File: config.mk
export PLATFORM = sky130hd
export DESIGN_NAME = cmd_decoder_flat
export DESIGN_NICKNAME = d
export VERILOG_FILES = /design/src/verilog/loader_pkg.sv /design/src/verilog/byte_stream_if.sv /design/src/verilog/sdram_port_if.sv /design/src/verilog/cmd_decoder.sv /design/src/flat_wrapper.sv
export VERILOG_INCLUDE_DIRS = /design/src /design/src/verilog
export SDC_FILE = /design/constraint.sdc
export NUM_CORES = 1
export LEC_CHECK = 0
export ABC_AREA = 1
export BUFFER_PORTS_ARGS = -buffer_cell sky130_fd_sc_hd__buf_2
export CAP_MARGIN = 5
export CORE_UTILIZATION = 45
export DETAILED_ROUTE_END_ITERATION = 16
export GPL_TIMING_DRIVEN = 0
export HOLD_SLACK_MARGIN = 0.03
export PLACE_DENSITY = 0.71
export SYNTH_ARGS = -nofsm -noshare
export SYNTH_HDL_FRONTEND = slang
export SYNTH_SLANG_ARGS = --single-unit
File: constraint.sdc
create_clock -name clk -period 1.8 [get_ports clk]
set_clock_uncertainty 0.05 [all_clocks]
set_input_delay 0.09 -clock clk [delete_from_list [all_inputs] [get_ports clk]]
set_output_delay 0.09 -clock clk [all_outputs]
set_load 0.02 [all_outputs]
File: src/verilog/loader_cfg.svh
`ifndef LOADER_CFG_SVH
`define LOADER_CFG_SVH

// Frame command codes
`define CMD_WRITE 8'd1
`define CMD_LAUNCH 8'd2

// Bytes buffered between QSPI receiver and decoder
`define RX_FIFO_DEPTH 4

// Address bits actually stored by the word memory
`define RAM_AW 10

// Busy window after each memory write, in clk cycles
`define RAM_BUSY_CYCLES 3

`endif

File: src/verilog/loader_pkg.sv
`default_nettype none

package loader_pkg;

    // One byte off the QSPI link
    typedef logic [7:0] byte_t;

    // Memory data word
    typedef logic [15:0] word_t;

    // Word address as seen on the memory bus
    typedef logic [21:0] waddr_t;

    // Mapper control word handed over by LAUNCH
    typedef logic [23:0] map_ctrl_t;

    // Frame parser states
    typedef enum logic [1:0] {
        CMD,   // waiting for command byte
        ADDR,  // address or launch word bytes
        DATA   // payload, or draining after launch
    } dec_state_t;

endpackage

`default_nettype wire

File: src/verilog/byte_stream_if.sv
`timescale 1ns/1ps
`default_nettype none

interface byte_stream_if;
    import loader_pkg::*;

    logic rd_valid;
    logic rd_ready;
    byte_t rd_data;
    logic closed; // chip select inactive

    modport producer (
        output rd_valid,
        output rd_data,
        output closed,
        input rd_ready
    );

    modport consumer (
        input rd_valid,
        input rd_data,
        input closed,
        output rd_ready
    );
endinterface

`default_nettype wire

File: src/verilog/sdram_port_if.sv
`timescale 1ns/1ps
`default_nettype none

interface sdram_port_if;
    import loader_pkg::*;

    logic req;          // one-cycle pulse
    logic we;
    logic [1:0] wm;     // byte masks, high byte in bit 1
    waddr_t address;
    word_t data_write;
    logic busy;

    modport controller (
        output req,
        output we,
        output wm,
        output address,
        output data_write,
        input busy
    );

    modport memory (
        input req,
        input we,
        input wm,
        input address,
        input data_write,
        output busy
    );
endinterface

`default_nettype wire

File: src/verilog/cmd_decoder.sv
`timescale 1ns/1ps
`default_nettype none
`include "loader_cfg.svh"

module cmd_decoder (
    input logic clk,
    input logic reset,
    byte_stream_if.consumer stream,
    sdram_port_if.controller ram,
    output loader_pkg::map_ctrl_t launch_word,
    output logic launch_strobe
);
    import loader_pkg::*;

    dec_state_t state;
    byte_t cmd;
    logic [1:0] byte_cnt;
    logic high_byte;  // next data byte is the upper half
    logic first_word; // no increment before the first write

    always_ff @(posedge clk) begin
        if (reset) begin
            state <= CMD;
            stream.rd_ready <= 1'b0;
            ram.req <= 1'b0;
            launch_strobe <= 1'b0;
        end else begin
            stream.rd_ready <= 1'b0;
            ram.req <= 1'b0;
            launch_strobe <= 1'b0;

            // Frame ended and nothing left to drain
            if (stream.closed && !stream.rd_valid) begin
                state <= CMD;
            end

            if (stream.rd_valid && !stream.rd_ready) begin
                case (state)
                    CMD: begin
                        stream.rd_ready <= 1'b1;
                        cmd <= stream.rd_data;
                        byte_cnt <= 2'd0;
                        state <= ADDR;
                    end

                    ADDR: begin
                        stream.rd_ready <= 1'b1;
                        case (cmd)
                            `CMD_WRITE: begin
                                byte_cnt <= byte_cnt + 1'b1;
                                // Byte address in, word address kept
                                case (byte_cnt)
                                    2'd0: ram.address[21:15] <= stream.rd_data[6:0];
                                    2'd1: ram.address[14:7] <= stream.rd_data;
                                    default: ram.address[6:0] <= stream.rd_data[7:1];
                                endcase
                                if (byte_cnt == 2'd2) begin
                                    high_byte <= 1'b1;
                                    first_word <= 1'b1;
                                    state <= DATA;
                                end
                            end
                            `CMD_LAUNCH: begin
                                byte_cnt <= byte_cnt + 1'b1;
                                case (byte_cnt)
                                    2'd0: launch_word[23:16] <= stream.rd_data;
                                    2'd1: launch_word[15:8] <= stream.rd_data;
                                    default: launch_word[7:0] <= stream.rd_data;
                                endcase
                                if (byte_cnt == 2'd2) begin
                                    launch_strobe <= 1'b1;
                                    state <= DATA;
                                end
                            end
                            default: ; // unknown command, drop bytes until close
                        endcase
                    end

                    DATA: begin
                        if (!ram.busy) begin
                            stream.rd_ready <= 1'b1;
                            if (cmd == `CMD_WRITE) begin
                                if (high_byte) begin
                                    ram.data_write[15:8] <= stream.rd_data;
                                end else begin
                                    ram.data_write[7:0] <= stream.rd_data;
                                    ram.we <= 1'b1;
                                    ram.wm <= 2'b00;
                                    ram.req <= 1'b1;
                                    if (first_word) first_word <= 1'b0;
                                    else ram.address <= ram.address + 1'b1;
                                end
                                high_byte <= !high_byte;
                            end
                        end
                    end

                    default: state <= CMD;
                endcase
            end
        end
    end

    a_ready_needs_valid: assert property (@(posedge clk) disable iff (reset)
        $rose(stream.rd_ready) |-> stream.rd_valid);

    // Memory recovery window must be respected
    a_req_not_busy: assert property (@(posedge clk) disable iff (reset)
        $rose(ram.req) |-> !ram.busy);
endmodule

`default_nettype wire

File: src/flat_wrapper.sv
// flat-port wrapper written by rule: the top's interface ports become plain ports
module cmd_decoder_flat import loader_pkg::*;
  (clk, reset, launch_word, launch_strobe, stream_rd_valid, stream_rd_data, stream_closed, stream_rd_ready, ram_req, ram_we, ram_wm, ram_address, ram_data_write, ram_busy);
  byte_stream_if stream_i ();
  sdram_port_if ram_i ();
  input logic clk;
  input logic reset;
  output loader_pkg::map_ctrl_t launch_word;
  output logic launch_strobe;
  input wire logic [$bits(stream_i.rd_valid)-1:0] stream_rd_valid;
  input wire logic [$bits(stream_i.rd_data)-1:0] stream_rd_data;
  input wire logic [$bits(stream_i.closed)-1:0] stream_closed;
  output wire logic [$bits(stream_i.rd_ready)-1:0] stream_rd_ready;
  output wire logic [$bits(ram_i.req)-1:0] ram_req;
  output wire logic [$bits(ram_i.we)-1:0] ram_we;
  output wire logic [$bits(ram_i.wm)-1:0] ram_wm;
  output wire logic [$bits(ram_i.address)-1:0] ram_address;
  output wire logic [$bits(ram_i.data_write)-1:0] ram_data_write;
  input wire logic [$bits(ram_i.busy)-1:0] ram_busy;
  assign stream_i.rd_valid = stream_rd_valid;
  assign stream_i.rd_data = stream_rd_data;
  assign stream_i.closed = stream_closed;
  assign stream_rd_ready = stream_i.rd_ready;
  assign ram_req = ram_i.req;
  assign ram_we = ram_i.we;
  assign ram_wm = ram_i.wm;
  assign ram_address = ram_i.address;
  assign ram_data_write = ram_i.data_write;
  assign ram_i.busy = ram_busy;
  cmd_decoder u_core (.clk(clk), .reset(reset), .stream(stream_i), .ram(ram_i), .launch_word(launch_word), .launch_strobe(launch_strobe));
endmodule
==> out/qor.txt <==
1st-iter DRT viols = 119
number of global-route vias before repair = 2502
Antenna diodes = 0
placed inst area = 4010 um^2
Worst Hold Class = in -> reg
CP most frequent cell = nor2_4
WL per Instance = 15.1 um
Arr. time, crit path = 1.78 ns
Worst VDD drop = 0.365 mV
drt via density = 4.96
# H-tree levels = 3
Critical Path Sink Type = register
Yosys warnings = 0
grt ovf = 0
Max Cap Viol = 0
outcome = finished clean
Hold Vio Cnt, Final = 0
worst slack, placed = -0.451 ns
post-layout util = 61.7%
fill cell count = 600
num ports = 81
worst-case reg-to-reg path depth = 7
sequential area share after synthesis = 66.7%
cell area after layout = 4550 um^2
Sequential Area = 2320 um^2
Num CTS Buffers = 9
R2R Setup Slk = 0.03 ns
cell row count = 31
most frequent cells in the layout = buf_2 (77), edfxtp_1 (74), nand2_1 (68)
commonest non-fill, non-tap cell in the layout = buf_2
TritonCTS clock tree = yes
CP endpoint = u_core.launch_word[10]
Area Overhead vs Synth = 30.7%
Vias = 2617
die height = 90.0 um
die area = 8090 um^2
Die Span X = 90.0 um
post-DP HPWL = 5.41 mm
antenna violations before repair = 0
IO buf count = 77
number of setup violations in the final report = 0
period utilization = 98.1%
synthesized instance count = 312
Global Route Usage Sum = 20.2%
pwr dens = 739 nW/um^2
Clock transition at path regs = 0.08 ns
syn avg cell area = 11.2 um^2
worst r2r dst = u_core.launch_word[10]
largest net degree at the start of global routing = 15
Starting Density = 47.2%
worst hold slack = 0.0608 ns
Synth Cell Area = 3480 um^2
Setup CP Type = reg -> reg
final std cells w/o fill = 528
synth unique cells = 31
max-slew violations = 0
core area = 7370 um^2
Worst setup SP type = register
DRT antenna net count = 0
Worst path max stage delay = 0.32 ns
PnR worst setup slack = 0.0333 ns
drt drc = 0
worst-case clock buffer depth = 2
minimum clock period = 1.77 ns
layout cells sized above 1 = 34.7%
static leakage = 1.82 nW
critical path launch point = u_core.stream.rd_ready
Peak Freq = 566 MHz
clock sink count = 79
final net count = 441
FF-to-FF Start = u_core.stream.rd_ready
DRT Wirelength = 7.96 mm
CP Max Fanout = 8
first-pass GRT wire length = 12.5 mm
clk_lat worst skew = 0.35 ns
RSZ-0062 raised after global routing = true
clk root buf = clkbuf_8
data required time at the worst endpoint = 1.82 ns
CP cell instances = or2_4 > nor2_4 > buf_4 > nand4_1 > buf_6 > nor2_4 > buf_12
DR pass1 iterations = 4
slowest stage cell on the critical path = dfxtp_1
RePlAce Congestion = 0.875
Placed Cells = 489
register bit total from synthesis = 79
footprint of the multi-input gates = 1070 um^2
cell families (layout without fill, tap and decap cells):
logic type	after synthesis	in the layout	share of synthesized area, %
buf+inv	41	157	5.39
compound gates	36	36	5.93
other cells	2	3	0.216
fa+ha+maj	4	4	1.44
flops	79	79	66.7
simple gates	146	146	19.3
xor+xnor	4	4	1.01
cell usage after synthesis (all sizes together):
cell type	count	area share (%)
o211ai	1	0.22
nand3	16	3.0
buf	6	1.6
xnor2	1	0.25
nand4	5	0.90
nand3b	1	0.22
a21oi	11	1.6
ha	4	1.4
edfxtp	74	64
nand2	72	7.9
a21boi	1	0.22
o31ai	1	0.36
nor3	4	0.58
conb	2	0.22
o21bai	4	0.86
or2	1	0.25
dfxtp	5	2.9
o21ai	18	2.7
inv	35	3.8
nor2	45	6.0
and2	2	0.43
xor2	3	0.75
how the worst min path moves through the flow:
stage / from / end / slack (ns) / depth (start not counted)
2_1_floorplan: stream_rd_data[0] / u_core.cmd[0] / 0.14 / 0
3_3_place_gp: stream_rd_data[3] / u_core.launch_word[19] / 0.31 / 1
3_5_place_dp: stream_rd_data[3] / u_core.launch_word[19] / 0.31 / 1
4_1_cts: ram_busy / u_core.ram.req / 0.06 / 4
5_1_grt: stream_rd_valid / u_core.state[0] / 0.07 / 5
6_report: stream_rd_valid / u_core.state[0] / 0.06 / 5
power breakdown:
| group | switching [W] | internal, W |
|---|---|---|
| combinational | 0.0000934 | 0.0000591 |
| clock | 0.000671 | 0.000514 |
| sequential | 0.00000868 | 0.00202 |
| total | 0.000773 | 0.00259 |
timing repair:
item	in CTS	in global routing
endpoints found under the setup margin	62	57
gates resized for setup	17	8
pin swaps	5	8
endpoints found under the hold margin	51	0
buffers inserted	9	3
hold buffers	11	0
layer usage:
layer | track usage (%) | up-vias | routed length [um]
met5 | 0 | - | 0
met1 | 24.6 | 1263 | 3400
met2 | 34.9 | 68 | 4110
li1 | - | 1273 | -
met4 | 7.93 | 0 | 129
met3 | 4.91 | 13 | 315
per-stage QoR:
stage | TNS [ns] | total power [W]
2_1_floorplan | 0 | 0.00213
3_3_place_gp | -11.72 | 0.00218
3_5_place_dp | -16.95 | 0.00218
4_1_cts | 0 | 0.00337
5_1_grt | -0.644 | 0.00347
6_report | 0 | 0.00336
area by class of cell:
cell class              instances  area share, %
clock buffers                  11           2.89
repair buffers                100           14.7
inverters                      35           2.89
clock inverters                 5          0.935
plain buffers                   6           1.24
flip-flops and latches         79           51.1
well taps                      99           2.72
multi-input cells             193           23.6
sequential cells by signal (all words and copies together), names as in the netlist:
signal / flops
u_core.launch_strobe: 1
u_core.ram.address: 22
u_core.launch_word: 24
u_core.ram.data_write: 16
u_core.cmd: 8
u_core.high_byte: 1
u_core.state: 2
u_core.stream.rd_ready: 1
u_core.first_word: 1
u_core.byte_cnt: 2
u_core.ram.req: 1
critical path, delay by kind of cell (launching register included):
family / cells / cell delay [ns]
simple gates: 4 / 0.67
flops: 1 / 0.32
buf+inv: 3 / 0.43
Power figures use the tool's default switching activity.
