<file path="config.mk">
export PLATFORM = sky130hd
export DESIGN_NAME = launch_regs
export DESIGN_NICKNAME = d
export VERILOG_FILES = /design/src/verilog/loader_cfg.svh /design/src/verilog/loader_pkg.sv /design/src/verilog/launch_regs.sv
export SDC_FILE = /design/constraint.sdc
export NUM_CORES = 1
export LEC_CHECK = 0
export BUFFER_PORTS_ARGS = -buffer_cell sky130_fd_sc_hd__buf_2
export CORE_AREA = 2 2 51 53
export DETAILED_ROUTE_END_ITERATION = 7
export DIE_AREA = 0 0 53 55
export PLACE_DENSITY = 0.77
export SETUP_SLACK_MARGIN = 0.1
export SLEW_MARGIN = 20
export SYNTH_ARGS = -nofsm -noshare
export SYNTH_HDL_FRONTEND = slang
export SYNTH_SLANG_ARGS = --single-unit
</file>
<file path="constraint.sdc">
create_clock -name clk -period 0.9 [get_ports clk]
set_input_delay 0.09 -clock clk [delete_from_list [all_inputs] [get_ports clk]]
set_output_delay 0.09 -clock clk [all_outputs]
set_load 0.05 [all_outputs]
</file>
<file path="src/verilog/loader_cfg.svh">
`ifndef LOADER_CFG_SVH
`define LOADER_CFG_SVH

// Frame command codes
`define CMD_WRITE 8'd1
`define CMD_LAUNCH 8'd2

// Bytes buffered between QSPI receiver and decoder
`define RX_FIFO_DEPTH 4

// Address bits actually stored by the word memory
`define RAM_AW 10

// Busy window after each memory write, in clk cycles
`define RAM_BUSY_CYCLES 3

`endif

</file>
<file path="src/verilog/loader_pkg.sv">
`default_nettype none

package loader_pkg;

    // One byte off the QSPI link
    typedef logic [7:0] byte_t;

    // Memory data word
    typedef logic [15:0] word_t;

    // Word address as seen on the memory bus
    typedef logic [21:0] waddr_t;

    // Mapper control word handed over by LAUNCH
    typedef logic [23:0] map_ctrl_t;

    // Frame parser states
    typedef enum logic [1:0] {
        CMD,   // waiting for command byte
        ADDR,  // address or launch word bytes
        DATA   // payload, or draining after launch
    } dec_state_t;

endpackage

`default_nettype wire

</file>
<file path="src/verilog/launch_regs.sv">
`timescale 1ns/1ps
`default_nettype none

module launch_regs (
    input logic clk,
    input logic reset,
    input loader_pkg::map_ctrl_t launch_word,
    input logic launch_strobe,
    output loader_pkg::map_ctrl_t map_ctrl,
    output logic map_ctrl_req,
    input logic map_ctrl_ack
);
    import loader_pkg::*;

    logic [1:0] ack_sync; // ack arrives from the mapper clock domain
    logic ack_done;

    always_ff @(posedge clk) begin
        if (reset) begin
            ack_sync <= 2'b00;
        end else begin
            ack_sync <= {ack_sync[0], map_ctrl_ack};
        end
    end

    // Request and ack level-equal means the mapper has caught up
    assign ack_done = (map_ctrl_req == ack_sync[1]);

    always_ff @(posedge clk) begin
        if (reset) begin
            map_ctrl <= '0;
            map_ctrl_req <= 1'b0;
        end else if (launch_strobe) begin
            map_ctrl <= launch_word;
            if (ack_done) map_ctrl_req <= !map_ctrl_req;
        end
    end
endmodule

`default_nettype wire

</file>
==> flow_metrics.tcl, run 1 <==
set metrics [dict create \
    cp_slowest_cell "dfxtp_2" \
    final_nets 174 \
    synth_area_um2 962 \
    cts-root-buf "clkbuf_4" \
    antenna_found_initial 0 \
    layoutNonFillerInstCount 175 \
    synthCells 85 \
    cts_sinks 27 \
    vias 790 \
    finalCriticalPeriod_ps 926 \
    slew_headroom_pct 83.3 \
    path_buf_inv 1 \
    syn_area_per_cell_um2 11.3 \
    path_max_fanout 2 \
    yosysWarnings 0 \
    ctsLongestPathBuffers 2 \
    grt_max_degree 16 \
    ant_nets 0 \
    synth_top_area_share_pct 56.2 \
    dp.cells 164 \
    status "finished with violations" \
    pwr-share-clk_pct 19.6 \
    intPower_mw 1.77 \
    hp-class "input port to register" \
    cts_tree "built" \
    clock.fmax_mhz 1080 \
    htreeDepth 1 \
    required_ps 810 \
    ys_ff_latch 27 \
    finalMaxSlewViolations 0 \
    worstSkewPairLatency_ps 300 \
    arrival_ps 840 \
    hold_viol 0 \
    num_io_pins 53 \
    wl_per_cell_um 12.3 \
    fin_worst_skew_ps 0.363 \
    port_buffers 52 \
    switchingPower_mw 0.746 \
    n_antenna_cell 0 \
    clk_pin_slew_worst_paths_ps 140 \
    yosys-top-cells-area "dfxtp_1 56%, mux2i_1 25%, nor2_1 9.8%, buf_12 4.2%, nor2b_1 1.3%" \
    ys_seq_area_share_pct 56.2 \
    die_area_um2 2920 \
    synth_fp_nets 113 \
    grt_usage_pct 14.9 \
    worstSetupStartpointType "register" \
    drt-initial-drc-count 1 \
    rsz0062_at_grt "true" \
    critical_path_class "register to primary output" \
    power_density_nw_per_um2 1570 \
    routed_wl_um 2160 \
    start_util_pct 40.7 \
    coreArea_um2 2360 \
    grt.overflow.total 0 \
    final_layout_size_suffix_gt1_share_pct 60.7 \
    setup_viol 21 \
    power.leakage_nw 0.785 \
    worst_slack_ps -26.4 \
    drt_pre_antenna_iters 2 \
    violations "negative setup slack" \
    num_rows 18 \
    seqPwrFrac_pct 53.3 \
    power_mw 2.52 \
    maxCapViolations 0 \
    path_delay_family "flip-flops" \
    drc 0 \
    avgViaCountPerCell 4.51 \
    switching_share_pct 29.6 \
    grt_pass1_vias 790 \
    die_x_um 53 \
    critical_path.cell_chain "buf_8" \
    ys_types 10 \
    die_h_um 55 \
    numCtsBuffers 3 \
    grt_pass1_wl_um 3240 \
    area_delta_synth_final_pct 66.6 \
    pwr-share-comb_pct 27.2 \
    finalCritPeriodShare_pct 103 \
    end_kind "primary output" \
    place_ws_ps 114 \
    routabilityCongestion 0.638 \
    max_stage_delay_ps 380 \
    worst_slew_pin_slew_ps 251 \
    irDropWorstVdd_uv 907 \
    yosysTopAreaCell "dfxtp_1" \
]
[registers in the layout (all words and copies together), names as in the netlist]
name / count
map_ctrl: 24
map_ctrl_req: 1
ack_sync: 2
[final timing paths]
kind / start / end / slack, ps / depth (start not counted)
setup / recovery: map_ctrl[13] / map_ctrl[13] / -30 / 1
hold / removal: launch_word[3] / map_ctrl[3] / 7 / 3
setup reg to reg: map_ctrl[21] / map_ctrl[21] / 40 / 4
hold reg to reg: ack_sync[1] / map_ctrl_req / 420 / 1
[worst reg2reg max path, stage by stage, from the launching register on]
cell     delay (ps)
dfxtp_2         350
buf_4           120
buf_4           120
mux2i_1         120
nor2_1           50
[metrics by stage]
stage                     TNS, ps  utilization (%)  area (µm²)  hold WS [ps]
after CTS                    -595             64.1        1520        0.0368
after global routing        -1210             67.8        1600          6.11
final                        -289             67.8        1600          7.16
after floorplan                 0                -         993           218
after detailed placement        0             54.3        1280           304
after global placement          0             54.3        1280           298
[cell usage in the layout (no fill, tap or decap)]
cell type	n
buf_6	4
buf_2	27
clkbuf_4	3
buf_12	3
buf_4	5
dfxtp_1	2
mux2i_1	24
nor2b_1	2
a211oi_1	1
dfxtp_2	25
nor2_1	25
dlygate4sd3_1	2
buf_8	21
clkbuf_1	1
[Yosys cell counts, drive strengths merged]
library cell	count
nor2b	2
dfxtp	27
buf	5
mux2i	24
nor2	25
a211oi	1
clkbuf	1
[timing repair]
item,in CTS,in global routing
cloned,0,0
hold buffers,2,0
endpoints found under the setup margin,25,25
buffers inserted,2,3
endpoints found under the hold margin,2,0
pin swaps,0,2
resized for setup,54,17
[cell type report]
type,instances,area [µm²]
Clock buffer,4,26.3
Fill cell,191,762
Sequential cell,27,572
Multi-Input combinational cell,52,354
Tap cell,30,37.5
Timing Repair Buffer,62,613
[power by group through the flow]
stage               combinational [mW]  clock [mW]  sequential (mW)
floorplan                        0.158           0             1.57
global placement                 0.528           0             1.33
detailed placement               0.539           0             1.34
CTS                              0.640       0.519             1.33
global route                     0.720       0.556             1.35
finish                           0.683       0.493             1.34
[kinds of logic (layout without fill, tap and decap cells)]
logic type / after synthesis / after routing / synth area share (%)
flops: 27 / 27 / 56.2
simple gates: 27 / 27 / 11.1
mux: 24 / 24 / 25.0
compound gates: 1 / 1 / 0.781
buf+inv: 6 / 66 / 7.02
[layer usage]
layer,up-vias,track usage (%),part of all wire [%]
met5,-,0,0
met4,0,2.56,0
met3,0,2.69,6.0
met2,32,31.7,58
met1,360,15.1,36
li1,398,-,-
Note: power is estimated with default switching activity, not from simulation.
==> run 2: changes to the inputs <==
Settings changed: BUFFER_PORTS_ARGS -buffer_cell sky130_fd_sc_hd__buf_2 to -buffer_cell sky130_fd_sc_hd__buf_4, REMOVE_ABC_BUFFERS set to 1, TNS_END_PERCENT set to 5.
==> flow_metrics.tcl, run 2 (synthesis gave the netlist of run 1 again) <==
set metrics [dict create \
    mostFrequentLayoutCell "buf_4" \
    coreArea_um2 2360 \
    power_mw 2.59 \
    antenna_found_initial 0 \
    worst_slew_pin_slew_ps 263 \
    switchingPower_mw 0.781 \
    routabilityCongestion 0.621 \
    irDropWorstVdd_uv 1110 \
    fin_worst_skew_ps 12.7 \
    cp_slowest_cell "dfxtp_2" \
    final_nets 180 \
    cts_setup_buffers 0 \
    worst_slack_ps -52.3 \
    hp-class "input port to register" \
    die_area_um2 2920 \
    worstSetupStartpointType "register" \
    drt-initial-drc-count 9 \
    wl_per_cell_um 12.9 \
    grt_pass1_wl_um 3530 \
    htreeDepth 1 \
    fill_cells 162 \
    intPower_mw 1.81 \
    cts_tree "built" \
    final_cell_mix "27 x buf_4, 25 x nor2_1, 25 x dfxtp_2, 24 x mux2i_1, 20 x buf_8" \
    status "finished with violations" \
    grtUsageMet1_pct 18.4 \
    multiInputGateArea_um2 354 \
    worstSkewPairLatency_ps 320 \
    min_path_cells 3 \
    hold_path.startpoint "launch_word[6]" \
    grt_busiest_layer "met2" \
    rsz0062_at_grt "true" \
    switching_share_pct 30.2 \
    numCtsBuffers 3 \
    arrival_ps 860 \
    pwr-share-clk_pct 19.9 \
    pwr-share-comb_pct 28.4 \
    dp_hpwl_um 1450 \
    hold_path_end "map_ctrl[6]" \
    largest_reg_flops 24 \
    regArea_um2 572 \
    grt_max_degree 28 \
    path_buf_inv 1 \
    path_max_fanout 2 \
    violations "negative setup slack" \
    r2r_slack_ps 200 \
    power.leakage_nw 0.825 \
    drt_pre_antenna_iters 2 \
    finalCritPeriodShare_pct 106 \
    die_h_um 55 \
    cts_sinks 27 \
    num_io_pins 53 \
    power_density_nw_per_um2 1490 \
    area_delta_synth_final_pct 79.8 \
    layoutNonFillerInstCount 181 \
    avgViaCountPerCell 4.55 \
    critical_path.cell_chain "buf_8" \
    max_stage_delay_ps 380 \
    end_kind "primary output" \
    ant_nets 0 \
    num_rows 18 \
    reg2reg_depth 2 \
    grt_usage_pct 17.2 \
    final_cell_area_um2 1730 \
    start_util_pct 40.7 \
    seqPwrFrac_pct 51.7 \
    post_dp_cell_area_um2 1360 \
    finalMaxSlewViolations 0 \
    grt_pass1_vias 844 \
    vias 823 \
    final_layout_size_suffix_gt1_share_pct 55.0 \
    cts-root-buf "clkbuf_4" \
    clock.fmax_mhz 1050 \
    grt_use_met2_pct 32.1 \
    use_met3_pct 4.30 \
    port_buffers 52 \
    path_delay_family "flip-flops" \
    required_ps 810 \
    maxCapViolations 0 \
    place_ws_ps 55.9 \
    dp.cells 163 \
    drc 0 \
    reg_top3 "map_ctrl (24), ack_sync (2), map_ctrl_req (1)" \
    reg2reg_from "map_ctrl_req" \
    critical_path_class "register to primary output" \
    timing.rr.end "map_ctrl_req" \
    clk_pin_slew_worst_paths_ps 150 \
    die_x_um 53 \
    slew_headroom_pct 82.5 \
    hold_viol 0 \
    n_antenna_cell 0 \
    ctsLongestPathBuffers 2 \
    routed_wl_um 2330 \
    grt.overflow.total 0 \
    finalCriticalPeriod_ps 952 \
    top_register "map_ctrl" \
    setup_viol 25 \
]
-- run 2: how the worst max path moves through the flow --
| stage | slack (ps) | endpoint | start | cells after the start |
|---|---|---|---|---|
| 2_1_floorplan | -50 | map_ctrl_req | map_ctrl_req | 2 |
| 3_3_place_gp | 100 | map_ctrl[20] | launch_strobe | 4 |
| 3_5_place_dp | 60 | map_ctrl[12] | launch_strobe | 4 |
| 4_1_cts | -60 | map_ctrl[1] | map_ctrl[1] | 1 |
| 5_1_grt | -90 | map_ctrl[19] | map_ctrl[19] | 1 |
| 6_report | -50 | map_ctrl[19] | map_ctrl[19] | 1 |
-- run 2: per-stage QoR --
step	hold slack [ps]	TNS (ps)	utilization [%]
after global placement	309	0	57.6
final	4.43	-677	73.2
after global routing	7.89	-1600	73.2
after floorplan	162	-51.9	-
after detailed placement	310	0	57.6
after CTS	0.115	-918	71.4
-- run 2: repair_timing --
action                                  4_1_cts  5_1_grt
gates resized for setup                      59       11
gates cloned                                  0        0
endpoints found under the setup margin       25       25
hold endpoints to repair                     14        0
hold buffers                                 14        0
-- run 2: routing by layer --
metal	up-vias	wire, µm	share of wire (%)
li1	410	-	-
met1	372	928	40
met2	35	1180	50
met3	6	168	7.2
met4	0	59	2.5
met5	-	0	0
-- run 2: power by group through the flow --
stage          clock, mW  sequential (mW)  combinational, mW
3_5_place_dp           0             1.33              0.600
2_1_floorplan          0             1.56             0.0955
4_1_cts            0.533             1.33              0.708
3_3_place_gp           0             1.33              0.589
6_report           0.515             1.34              0.734
5_1_grt            0.576             1.35              0.768
-- run 2: area by class of cell --
type / count / share of cell area (%)
Clock buffer: 3 / 1.30
Clock inverter: 1 / 0.289
Multi-Input combinational cell: 52 / 20.5
Sequential cell: 27 / 33.0
Tap cell: 30 / 2.17
Timing Repair Buffer: 68 / 42.7
-- run 2: worst min-delay path, stage by stage --
cell and delay [ps]:
buf_4 80, mux2i_1 50, nor2_1 80
