$ cat config.mk
export PLATFORM = sky130hd
export DESIGN_NAME = qspi_byte_rx_flat
export DESIGN_NICKNAME = d
export VERILOG_FILES = /design/src/verilog/loader_pkg.sv /design/src/verilog/byte_stream_if.sv /design/src/verilog/qspi_byte_rx.sv /design/src/flat_wrapper.sv
export VERILOG_INCLUDE_DIRS = /design/src /design/src/verilog
export SDC_FILE = /design/constraint.sdc
export NUM_CORES = 1
export LEC_CHECK = 0
export BUFFER_PORTS_ARGS = -buffer_cell sky130_fd_sc_hd__buf_4
export CAP_MARGIN = 0
export CORE_UTILIZATION = 60
export CTS_BUF_LIST = sky130_fd_sc_hd__clkbuf_8
export DETAILED_ROUTE_END_ITERATION = 8
export GPL_TIMING_DRIVEN = 0
export PLACE_DENSITY = 0.8
export SLEW_MARGIN = 20
export SYNTH_ARGS = -nofsm -noshare
export SYNTH_HDL_FRONTEND = slang
export SYNTH_SLANG_ARGS = --single-unit
$ cat constraint.sdc
create_clock -name clk -period 2.46 [get_ports clk]
set_input_delay 0.492 -clock clk [delete_from_list [all_inputs] [get_ports clk]]
set_output_delay 0.492 -clock clk [all_outputs]
set_load 0.01 [all_outputs]
$ cat src/verilog/loader_cfg.svh
`ifndef LOADER_CFG_SVH
`define LOADER_CFG_SVH

// Frame command codes
`define CMD_WRITE 8'd1
`define CMD_LAUNCH 8'd2

// Bytes buffered between QSPI receiver and decoder
`define RX_FIFO_DEPTH 4

// Address bits actually stored by the word memory
`define RAM_AW 10

// Busy window after each memory write, in clk cycles
`define RAM_BUSY_CYCLES 3

`endif

$ cat src/verilog/loader_pkg.sv
`default_nettype none

package loader_pkg;

    // One byte off the QSPI link
    typedef logic [7:0] byte_t;

    // Memory data word
    typedef logic [15:0] word_t;

    // Word address as seen on the memory bus
    typedef logic [21:0] waddr_t;

    // Mapper control word handed over by LAUNCH
    typedef logic [23:0] map_ctrl_t;

    // Frame parser states
    typedef enum logic [1:0] {
        CMD,   // waiting for command byte
        ADDR,  // address or launch word bytes
        DATA   // payload, or draining after launch
    } dec_state_t;

endpackage

`default_nettype wire

$ cat src/verilog/byte_stream_if.sv
`timescale 1ns/1ps
`default_nettype none

interface byte_stream_if;
    import loader_pkg::*;

    logic rd_valid;
    logic rd_ready;
    byte_t rd_data;
    logic closed; // chip select inactive

    modport producer (
        output rd_valid,
        output rd_data,
        output closed,
        input rd_ready
    );

    modport consumer (
        input rd_valid,
        input rd_data,
        input closed,
        output rd_ready
    );
endinterface

`default_nettype wire

$ cat src/verilog/qspi_byte_rx.sv
`timescale 1ns/1ps
`default_nettype none
`include "loader_cfg.svh"

module qspi_byte_rx (
    input logic clk,
    input logic reset,
    input logic qspi_sck,
    input logic qspi_cs_n,
    input logic [3:0] qspi_io,
    byte_stream_if.producer stream
);
    import loader_pkg::*;

    localparam int DEPTH = `RX_FIFO_DEPTH;
    localparam int PW = $clog2(DEPTH);
    localparam int CW = $clog2(DEPTH + 1);

    logic [1:0] sck_sync;
    logic [1:0] cs_sync;
    logic [3:0] io_s1, io_s2;
    logic sck_q;
    logic sck_rise;

    logic nib_phase; // high after the upper nibble
    logic [3:0] nib_hi;

    byte_t fifo_mem [DEPTH];
    logic [PW-1:0] wr_ptr, rd_ptr;
    logic [CW-1:0] count;
    logic push, load, full;

    always_ff @(posedge clk) begin
        if (reset) begin
            sck_sync <= 2'b00;
            cs_sync <= 2'b11;
            sck_q <= 1'b0;
        end else begin
            sck_sync <= {sck_sync[0], qspi_sck};
            cs_sync <= {cs_sync[0], qspi_cs_n};
            sck_q <= sck_sync[1];
        end
        io_s1 <= qspi_io;
        io_s2 <= io_s1;
    end

    assign sck_rise = sck_sync[1] && !sck_q;
    assign stream.closed = cs_sync[1];

    // Second nibble of a byte completes it
    assign push = sck_rise && nib_phase && !cs_sync[1];
    assign full = (count == CW'(DEPTH));
    assign load = (count != 0) && (!stream.rd_valid || stream.rd_ready);

    always_ff @(posedge clk) begin
        if (reset || cs_sync[1]) begin
            nib_phase <= 1'b0;
        end else if (sck_rise) begin
            if (!nib_phase) nib_hi <= io_s2;
            nib_phase <= !nib_phase;
        end
    end

    always_ff @(posedge clk) begin
        if (reset) begin
            wr_ptr <= '0;
            rd_ptr <= '0;
            count <= '0;
            stream.rd_valid <= 1'b0;
        end else begin
            if (push && !full) begin
                fifo_mem[wr_ptr] <= {nib_hi, io_s2};
                wr_ptr <= (wr_ptr == PW'(DEPTH - 1)) ? '0 : wr_ptr + 1'b1;
            end

            // Output register refills whenever it is empty or being taken
            if (load) begin
                stream.rd_data <= fifo_mem[rd_ptr];
                stream.rd_valid <= 1'b1;
                rd_ptr <= (rd_ptr == PW'(DEPTH - 1)) ? '0 : rd_ptr + 1'b1;
            end else if (stream.rd_ready) begin
                stream.rd_valid <= 1'b0;
            end

            case ({push && !full, load})
                2'b10: count <= count + 1'b1;
                2'b01: count <= count - 1'b1;
                default: ;
            endcase
        end
    end

    // Host SCK too fast for the decoder
    a_no_overflow: assert property (@(posedge clk) disable iff (reset) !(push && full));
endmodule

`default_nettype wire

$ cat src/flat_wrapper.sv
// flat-port wrapper written by rule: the top's interface ports become plain ports
module qspi_byte_rx_flat import loader_pkg::*;
  (clk, reset, qspi_sck, qspi_cs_n, qspi_io, stream_rd_valid, stream_rd_data, stream_closed, stream_rd_ready);
  byte_stream_if stream_i ();
  input logic clk;
  input logic reset;
  input logic qspi_sck;
  input logic qspi_cs_n;
  input logic [3:0] qspi_io;
  output wire logic [$bits(stream_i.rd_valid)-1:0] stream_rd_valid;
  output wire logic [$bits(stream_i.rd_data)-1:0] stream_rd_data;
  output wire logic [$bits(stream_i.closed)-1:0] stream_closed;
  input wire logic [$bits(stream_i.rd_ready)-1:0] stream_rd_ready;
  assign stream_rd_valid = stream_i.rd_valid;
  assign stream_rd_data = stream_i.rd_data;
  assign stream_closed = stream_i.closed;
  assign stream_i.rd_ready = stream_rd_ready;
  qspi_byte_rx u_core (.clk(clk), .reset(reset), .qspi_sck(qspi_sck), .qspi_cs_n(qspi_cs_n), .qspi_io(qspi_io), .stream(stream_i));
endmodule
==> run summary, run 1 <==
=================================================================================
Final-layout setup total negative slack                                      0 ns
Area growth from synthesis to layout                                        17.9%
CP Class                                                             flip-flop to flip-flop
Static power due to leakage                                           0.000948 uW
Pwr Density                                                           765 mW/mm^2
Number of DRC violations after detailed routing                                 0
Post-CTS setup buffer count                                                     0
Unrepaired setup endpoints after global routing                             false
I/O Pins                                                                       19
Detailed placer's ending HPWL                                             2390 um
Global Route met3 Usage                                                    0.0687
First-pass GRT wire length                                                5780 um
Fraction of final layout cells with drive strength greater than 1           0.321
Seq cells post-synth                                                           66
Maximum number of pins on one net before global-route repair                   12
Synthesized instance count                                                    134
Syn. warnings                                                                   0
# port buffers                                                                 18
Largest delay share family, worst path                               simple AND/OR/NAND/NOR gates
Launching element type of the critical path                             flip-flop
Setup crit end kind                                                     flip-flop
Crit path buf inv count                                                         1
Total of hold buffers inserted after clock tree synthesis                       0
Total number of H-tree levels                                                   3
Final setup viols                                                               0
Initial drt markers                                                            85
Total CTS buffers                                                               9
Post_cts resized                                                                0
Arrival time worst endpoint                                               2.46 ns
Most used routing layer                                                      met2
Run status                                                              completed
Utilization after layout                                                    0.751
Highest attainable clock frequency                                        453 MHz
Worst vdd rail ir drop                                                   0.497 mV
CTS tree                                                                     done
Setup Slack @ Placement                                                  0.246 ns
Count of inserted antenna diode cells                                           0
Sequential share of the synthesized area                                    0.745
Type of the worst min-delay path                                     input port to flip-flop
Remaining max-slew budget at the tightest pin                               0.417
Required time of the worst setup path                                     2.71 ns
GRT Overall Usage                                                           0.202
Final period util                                                           0.898
Total standard cell area after synthesis                             0.00236 sq mm
Met2 track utilization from global routing                                  0.322
Die Footprint                                                        0.00420 sq mm
Aggregate routed wire length                                              3670 um
Layout net count                                                              179
Total number of placement rows                                                 22
Placed insts                                                                  200
Number of vias after detailed routing                                        1195
Cell-by-cell listing of the critical path                            nor3_1, nor2_1, ha_1, inv_1, fa_1, xor2_1, or3_1, a21oi_1
Number of antenna violations at the first check in global routing               0
Via count of the first global-routing pass                                   1243
Final Hold Viols                                                                0
Clock root buffer                                                    sky130_fd_sc_hd__clkbuf_8
Slew at the pin with the worst max-slew slack                            0.866 ns
Max incr delay on CP                                                      0.42 ns
Post-Place Cell Area                                                 0.00258 sq mm
Die outline height                                                        64.8 um
Total grt overflow                                                              0
Number of iterations in the first detailed-routing pass                         5
Area of combinational cells with multiple inputs                        586 sq um
Final non-filler cell area                                           0.00279 sq mm
Source-to-sink clock delay at the later pin of the worst-skew pair        0.33 ns
Final clock skew                                                       0.00812 ns
Clock slew seen by the registers of the worst setup and hold paths        0.07 ns
Average vias per placed instance                                             5.53
Number of nets produced by synthesis                                          150
Post-layout min period                                                    2.21 ns
Routability Congestion                                                      0.792
Footprint of the flip-flops and latches                              0.00176 sq mm
Distinct cell type count after synthesis                                       26
Placeable Area                                                       0.00372 sq mm
Max Cap Viol                                                                    0
Critical Path Fanout Max                                                        5
Remaining antenna violation count after routing                                 0
Post-route non-filler standard cell count                                     216
Fill cell instance count of the final layout                                  211
Clock sinks                                                                    66
Die Wd                                                                    64.8 um
Critical Path Slowest Stage Cell                                     sky130_fd_sc_hd__dfxtp_1
Per-cell routed wire length                                               17.0 um
Post-layout worst setup margin                                           0.251 ns
Met1 global-route usage                                                     0.236
Effective utilization at floorplan                                          0.636
Average cell area after synthesis                                      17.6 sq um
Number of pins exceeding their max-slew limit in the final report               0
Longest Clk Path Bufs                                                           2
=================================================================================
==> cells in the mapped netlist (all sizes together) <==
| cell type | number | area [sq um] |
|---|---|---|
| nor3 | 5 | 25.0 |
| mux2 | 2 | 22.5 |
| xor2 | 2 | 17.5 |
| mux4 | 8 | 180 |
| a2111oi | 1 | 27.5 |
| a21oi | 4 | 20.0 |
| inv | 7 | 26.3 |
| nor4 | 1 | 6.26 |
| ha | 6 | 75.1 |
| nand2b | 4 | 25.0 |
| dfxtp | 22 | 440 |
| clkbuf | 3 | 11.3 |
| nor2 | 6 | 25.0 |
| xnor2 | 1 | 8.76 |
| o21ai | 2 | 10.0 |
| buf | 1 | 5.00 |
| nand3b | 1 | 7.51 |
| nor2b | 5 | 31.3 |
| or2 | 2 | 12.5 |
| nor3b | 4 | 30.0 |
| fa | 1 | 20.0 |
| mux2i | 1 | 10.0 |
| or3 | 1 | 6.26 |
| edfxtp | 44 | 1320 |
==> final timing paths <==
kind	start	end	slack, ns	depth (start not counted)
min	qspi_io[0]	u_core.io_s1[0]	0.27	1
max reg2reg	u_core.count[2]	u_core.count[2]	0.25	8
min reg2reg	u_core.io_s1[3]	u_core.io_s2[3]	0.33	0
max	u_core.count[2]	u_core.count[2]	0.25	8
==> worst reg2reg max path: stages, from the launching register on <==
cell and delay, ns:
sky130_fd_sc_hd__dfxtp_1 0.42, sky130_fd_sc_hd__nor3_1 0.14, sky130_fd_sc_hd__nor2_1 0.26, sky130_fd_sc_hd__ha_1 0.25
sky130_fd_sc_hd__inv_1 0.06, sky130_fd_sc_hd__fa_1 0.37, sky130_fd_sc_hd__xor2_1 0.16, sky130_fd_sc_hd__or3_1 0.32
sky130_fd_sc_hd__a21oi_1 0.15
==> cell families (layout without fill, tap and decap cells) <==
group / after synthesis / in the layout / synth area share
AO/OA/AOI/OAI: 7 / 7 / 0.0243
adder cells (fa/ha/maj): 7 / 7 / 0.0402
buffers and inverters: 11 / 45 / 0.0180
AND/OR/NAND/NOR: 29 / 29 / 0.0714
flip-flops: 66 / 66 / 0.745
XOR/XNOR: 3 / 3 / 0.0111
multiplexers: 11 / 11 / 0.0899
==> per-stage QoR <==
stage	total power (uW)	hold WS [ns]
after floorplan	1240	0.310
after global placement	1250	0.310
after detailed placement	1260	0.313
after CTS	2150	0.251
after global routing	2190	0.248
final	2130	0.265
==> power by group <==
part | switching, uW | leakage, uW | internal, uW
registers | 7.54 | 0.000577 | 1190
clock network | 385 | 0.000107 | 518
logic | 17.4 | 0.000264 | 19.6
total | 410 | 0.000948 | 1720
==> state kept, by name, summed over array words and instances (netlist names) <==
name	flops
u_core.stream.rd_data	8
u_core.fifo_mem	32
u_core.rd_ptr	2
u_core.cs_sync	2
u_core.count	3
u_core.wr_ptr	2
u_core.nib_phase	1
u_core.sck_sync	2
u_core.stream.rd_valid	1
u_core.io_s1	4
u_core.sck_q	1
u_core.io_s2	4
u_core.nib_hi	4
==> final cells by class <==
type,count,area share
inverter,7,0.00942
clock buffer,11,0.0543
clock inverter,5,0.0188
buffer,4,0.00583
multi-input combinational,57,0.210
sequential,66,0.632
timing repair buffer,18,0.0485
tap,48,0.0215
==> layer usage <==
metal	wire length, um	part of all wire	vias to the layer above
li1	-	-	559
met1	1540	0.42	587
met2	1880	0.51	40
met3	171	0.047	9
met4	72	0.020	0
met5	0	0	-
==> layout by cell type (no fill, tap or decap), types with 5 or more instances in the layout <==
cell type,instances
sky130_fd_sc_hd__nor2_1,5
sky130_fd_sc_hd__edfxtp_1,44
sky130_fd_sc_hd__clkbuf_8,11
sky130_fd_sc_hd__ha_1,6
sky130_fd_sc_hd__mux4_2,8
sky130_fd_sc_hd__inv_1,7
sky130_fd_sc_hd__buf_4,18
sky130_fd_sc_hd__dfxtp_1,22
sky130_fd_sc_hd__nor2b_1,5
No activity file was read; power rests on OpenSTA's default activity.
==> run 2, diff against run 1 <==
--- a/config.mk
+++ b/config.mk
@@ -8,12 +8,13 @@
 export LEC_CHECK = 0
 export BUFFER_PORTS_ARGS = -buffer_cell sky130_fd_sc_hd__buf_4
 export CAP_MARGIN = 0
-export CORE_UTILIZATION = 60
+export CORE_MARGIN = 5
+export CORE_UTILIZATION = 45
 export CTS_BUF_LIST = sky130_fd_sc_hd__clkbuf_8
 export DETAILED_ROUTE_END_ITERATION = 8
 export GPL_TIMING_DRIVEN = 0
-export PLACE_DENSITY = 0.8
 export SLEW_MARGIN = 20
 export SYNTH_ARGS = -nofsm -noshare
 export SYNTH_HDL_FRONTEND = slang
 export SYNTH_SLANG_ARGS = --single-unit
+export TNS_END_PERCENT = 10
==> run 2 against run 1 <==
Hold slack about the same. Final area decreased by 0.54%. Count of clock-buffer cells in the layout decreased by 2. Setup slack got worse by 0.046 ns. Combinational power increased by 1%. Non-clock buffer count unchanged. Highest routed layer unchanged. Largest power group unchanged. Sequential share of layout area increased by 0.34 points. Cell count increased by 10%. Clock skew decreased by 0.0040 ns. Critical path depth increased by 1. Global-route usage decreased by 7.5 points.
==> run summary, run 2 (synthesis gave the netlist of run 1 again) <==
=================================================================================
Hold Crit Depth                                                                 1   unchanged
Final setup viols                                                               0   unchanged
Post-route met1 wirelength                                                1550 um   +0.58%
Most common cell after layout, fill and taps aside                   sky130_fd_sc_hd__edfxtp_1
Met2 wire length                                                          1850 um   -1.8%
Number of vias after detailed routing                                        1123   -6.0%
First-pass GRT wire length                                                5880 um   +1.7%
Number of pins exceeding their max-slew limit in the final report               0   unchanged
Total number of placement rows                                                 26   +18%
Per-cell routed wire length                                               15.3 um   -9.9%
Via count of the first global-routing pass                                   1176   -5.4%
Internal power consumption                                                1550 uW   -10%
Longest Clk Path Bufs                                                           2   unchanged
Largest registers ranked by flip-flop count                          u_core.fifo_mem x32, u_core.stream.rd_data x8
Reg2reg path depth                                                              9   +1
Maximum number of pins on one net before global-route repair                   11   -1
Final non-filler cell area                                           0.00277 sq mm   -0.54%
Number of antenna violations at the first check in global routing               0   unchanged
Number of DRC violations after detailed routing                                 0   unchanged
Total number of H-tree levels                                                   3   unchanged
Post-layout worst setup margin                                           0.205 ns   -0.0461 ns
Die outline height                                                        82.5 um   +27%
Total grt overflow                                                              0   unchanged
Detailed placer's ending HPWL                                             2430 um   +1.6%
Type of the worst min-delay path                                     input port to flip-flop
Critical Path Fanout Max                                                        5   unchanged
Routed length on met3                                                      152 um   -11%
CTS tree                                                                     done
Commonest cells after routing, fill and taps aside                   sky130_fd_sc_hd__edfxtp_1 (44), sky130_fd_sc_hd__dfxtp_1 (22), sky130_fd_sc_hd__buf_4 (18)
Post-Place Cell Area                                                 0.00261 sq mm   +1.1%
Slew at the pin with the worst max-slew slack                            0.798 ns   -0.0677 ns
Uppermost layer routed                                                       met4
Unrepaired setup endpoints after global routing                             false
Remaining antenna violation count after routing                                 0   unchanged
Area growth from synthesis to layout                                        17.3%
Static power due to leakage                                           0.000933 uW   -1.6%
Clock power share                                                           0.366   -0.057
Aggregate routed wire length                                              3640 um   -0.74%
CP Class                                                             flip-flop to flip-flop
Effective utilization at floorplan                                          0.463   -0.173
Run status                                                              completed
Remaining max-slew budget at the tightest pin                               0.465   +0.0481
Highest attainable clock frequency                                        444 MHz   -2.0%
Clock root buffer                                                    sky130_fd_sc_hd__clkbuf_8
Setup Slack @ Placement                                                  0.210 ns   -0.0356 ns
Final period util                                                           0.917   +0.0187
Post-CTS setup buffer count                                                     0   unchanged
Sequential fraction of design power                                         0.615   +0.055
Sw frac                                                                     0.201   +0.00940
Max Cap Viol                                                                    0   unchanged
Placeable Area                                                       0.00511 sq mm   +37%
Setup crit end kind                                                     flip-flop
Total of hold buffers inserted after clock tree synthesis                       0   unchanged
Routability Congestion                                                      0.815   +3.0%
# port buffers                                                                 18   unchanged
Layout net count                                                              179   unchanged
Utilization after layout                                                    0.543   -0.207
Number of iterations in the first detailed-routing pass                         4   -1
Final Hold Viols                                                                0   unchanged
Post-layout min period                                                    2.25 ns   +0.0461 ns
Required time of the worst setup path                                     2.71 ns   about the same
Placed insts                                                                  222   +11%
Source-to-sink clock delay at the later pin of the worst-skew pair        0.33 ns   about the same
Net switching power                                                        391 uW   -4.5%
Pwr Density                                                           701 mW/mm^2   -8.5%
Fraction of final layout cells with drive strength greater than 1           0.304   -0.0179
Worst R2R Setup Slack                                                     0.21 ns   -0.05 ns
Post-route non-filler standard cell count                                     238   +10%
Flip-flop count of the largest register after layout                           32   unchanged
Final clock skew                                                       0.00408 ns   -0.00403 ns
GRT Overall Usage                                                           0.127   -0.0750
Average vias per placed instance                                             4.72   -15%
Launching element type of the critical path                             flip-flop
Post_cts resized                                                                0   unchanged
Register ranked first by flip-flop count                             u_core.fifo_mem
Initial drt markers                                                            43   -49%
Count of inserted antenna diode cells                                           0   unchanged
Clock sinks                                                                    66   unchanged
Total CTS buffers                                                               9   unchanged
Arrival time worst endpoint                                               2.51 ns   +0.05 ns
Worst vdd rail ir drop                                                   0.467 mV   -6.0%
Die Wd                                                                    82.5 um   +27%
Clock slew seen by the registers of the worst setup and hold paths        0.06 ns   about the same
Combinational share of power                                                0.019   +0.002
Die Footprint                                                        0.00680 sq mm   +62%
I/O Pins                                                                       19   unchanged
=================================================================================
==> run 2: changes by cell type in the layout (fill, tap and decap cells not counted) <==
cell | before | now
sky130_fd_sc_hd__clkbuf_8 | 11 | 9
sky130_fd_sc_hd__bufinv_16 | 1 | 0
sky130_fd_sc_hd__nor4_2 | 0 | 1
sky130_fd_sc_hd__inv_4 | 1 | 0
sky130_fd_sc_hd__clkinv_1 | 0 | 1
sky130_fd_sc_hd__inv_1 | 7 | 10
sky130_fd_sc_hd__nor4_1 | 1 | 0
==> run 2: final timing paths <==
| kind | end | start |
|---|---|---|
| worst max-delay path | u_core.count[2] | u_core.count[0] |
| worst min-delay path | u_core.io_s1[3] | qspi_io[3] |
| worst max register to register | u_core.count[2] | u_core.count[0] |
| worst min register to register | u_core.io_s2[1] | u_core.io_s1[1] |
==> run 2: cell type report <==
class | count | area, sq um
Buffer | 4 | 16.3
Clock buffer | 9 | 124
Clock inverter | 7 | 31.3
Fill cell | 416 | 2330
Inverter | 7 | 26.3
Multi-Input combinational cell | 57 | 592
Sequential cell | 66 | 1760
Tap cell | 70 | 87.6
Timing Repair Buffer | 18 | 135
==> run 2: power groups by stage <==
| stage | clock network [uW] | registers (uW) | logic [uW] |
|---|---|---|---|
| floorplan | 0 | 1220 | 18.8 |
| global placement | 0 | 1220 | 35.5 |
| detailed placement | 0 | 1220 | 37.5 |
| CTS | 736 | 1190 | 37.9 |
| global route | 785 | 1200 | 41.4 |
| finish | 711 | 1190 | 37.5 |
==> run 2: layer usage <==
layer  vias up  track usage
met4         0       0.0882
met1       539        0.151
met3         9       0.0336
met5         -            0
li1        551            -
met2        24        0.200
==> run 2: worst max-delay path, cell delays in order (launching register included) <==
cell	delay (ns)
sky130_fd_sc_hd__dfxtp_1	0.42
sky130_fd_sc_hd__nor2_2	0.09
sky130_fd_sc_hd__a2111oi_4	0.48
sky130_fd_sc_hd__inv_2	0.15
sky130_fd_sc_hd__ha_1	0.25
sky130_fd_sc_hd__inv_1	0.08
sky130_fd_sc_hd__fa_1	0.18
sky130_fd_sc_hd__xor2_1	0.08
sky130_fd_sc_hd__or3_1	0.32
sky130_fd_sc_hd__a21oi_1	0.15
==> run 2: metrics by stage <==
step | setup TNS [ns] | hold WS [ns] | power [uW]
after floorplan | 0 | 0.310 | 1240
after global placement | -4.00 | 0.310 | 1250
after detailed placement | 0 | 0.314 | 1260
after CTS | 0 | 0.250 | 1970
after global routing | 0 | 0.244 | 2020
final | 0 | 0.265 | 1940
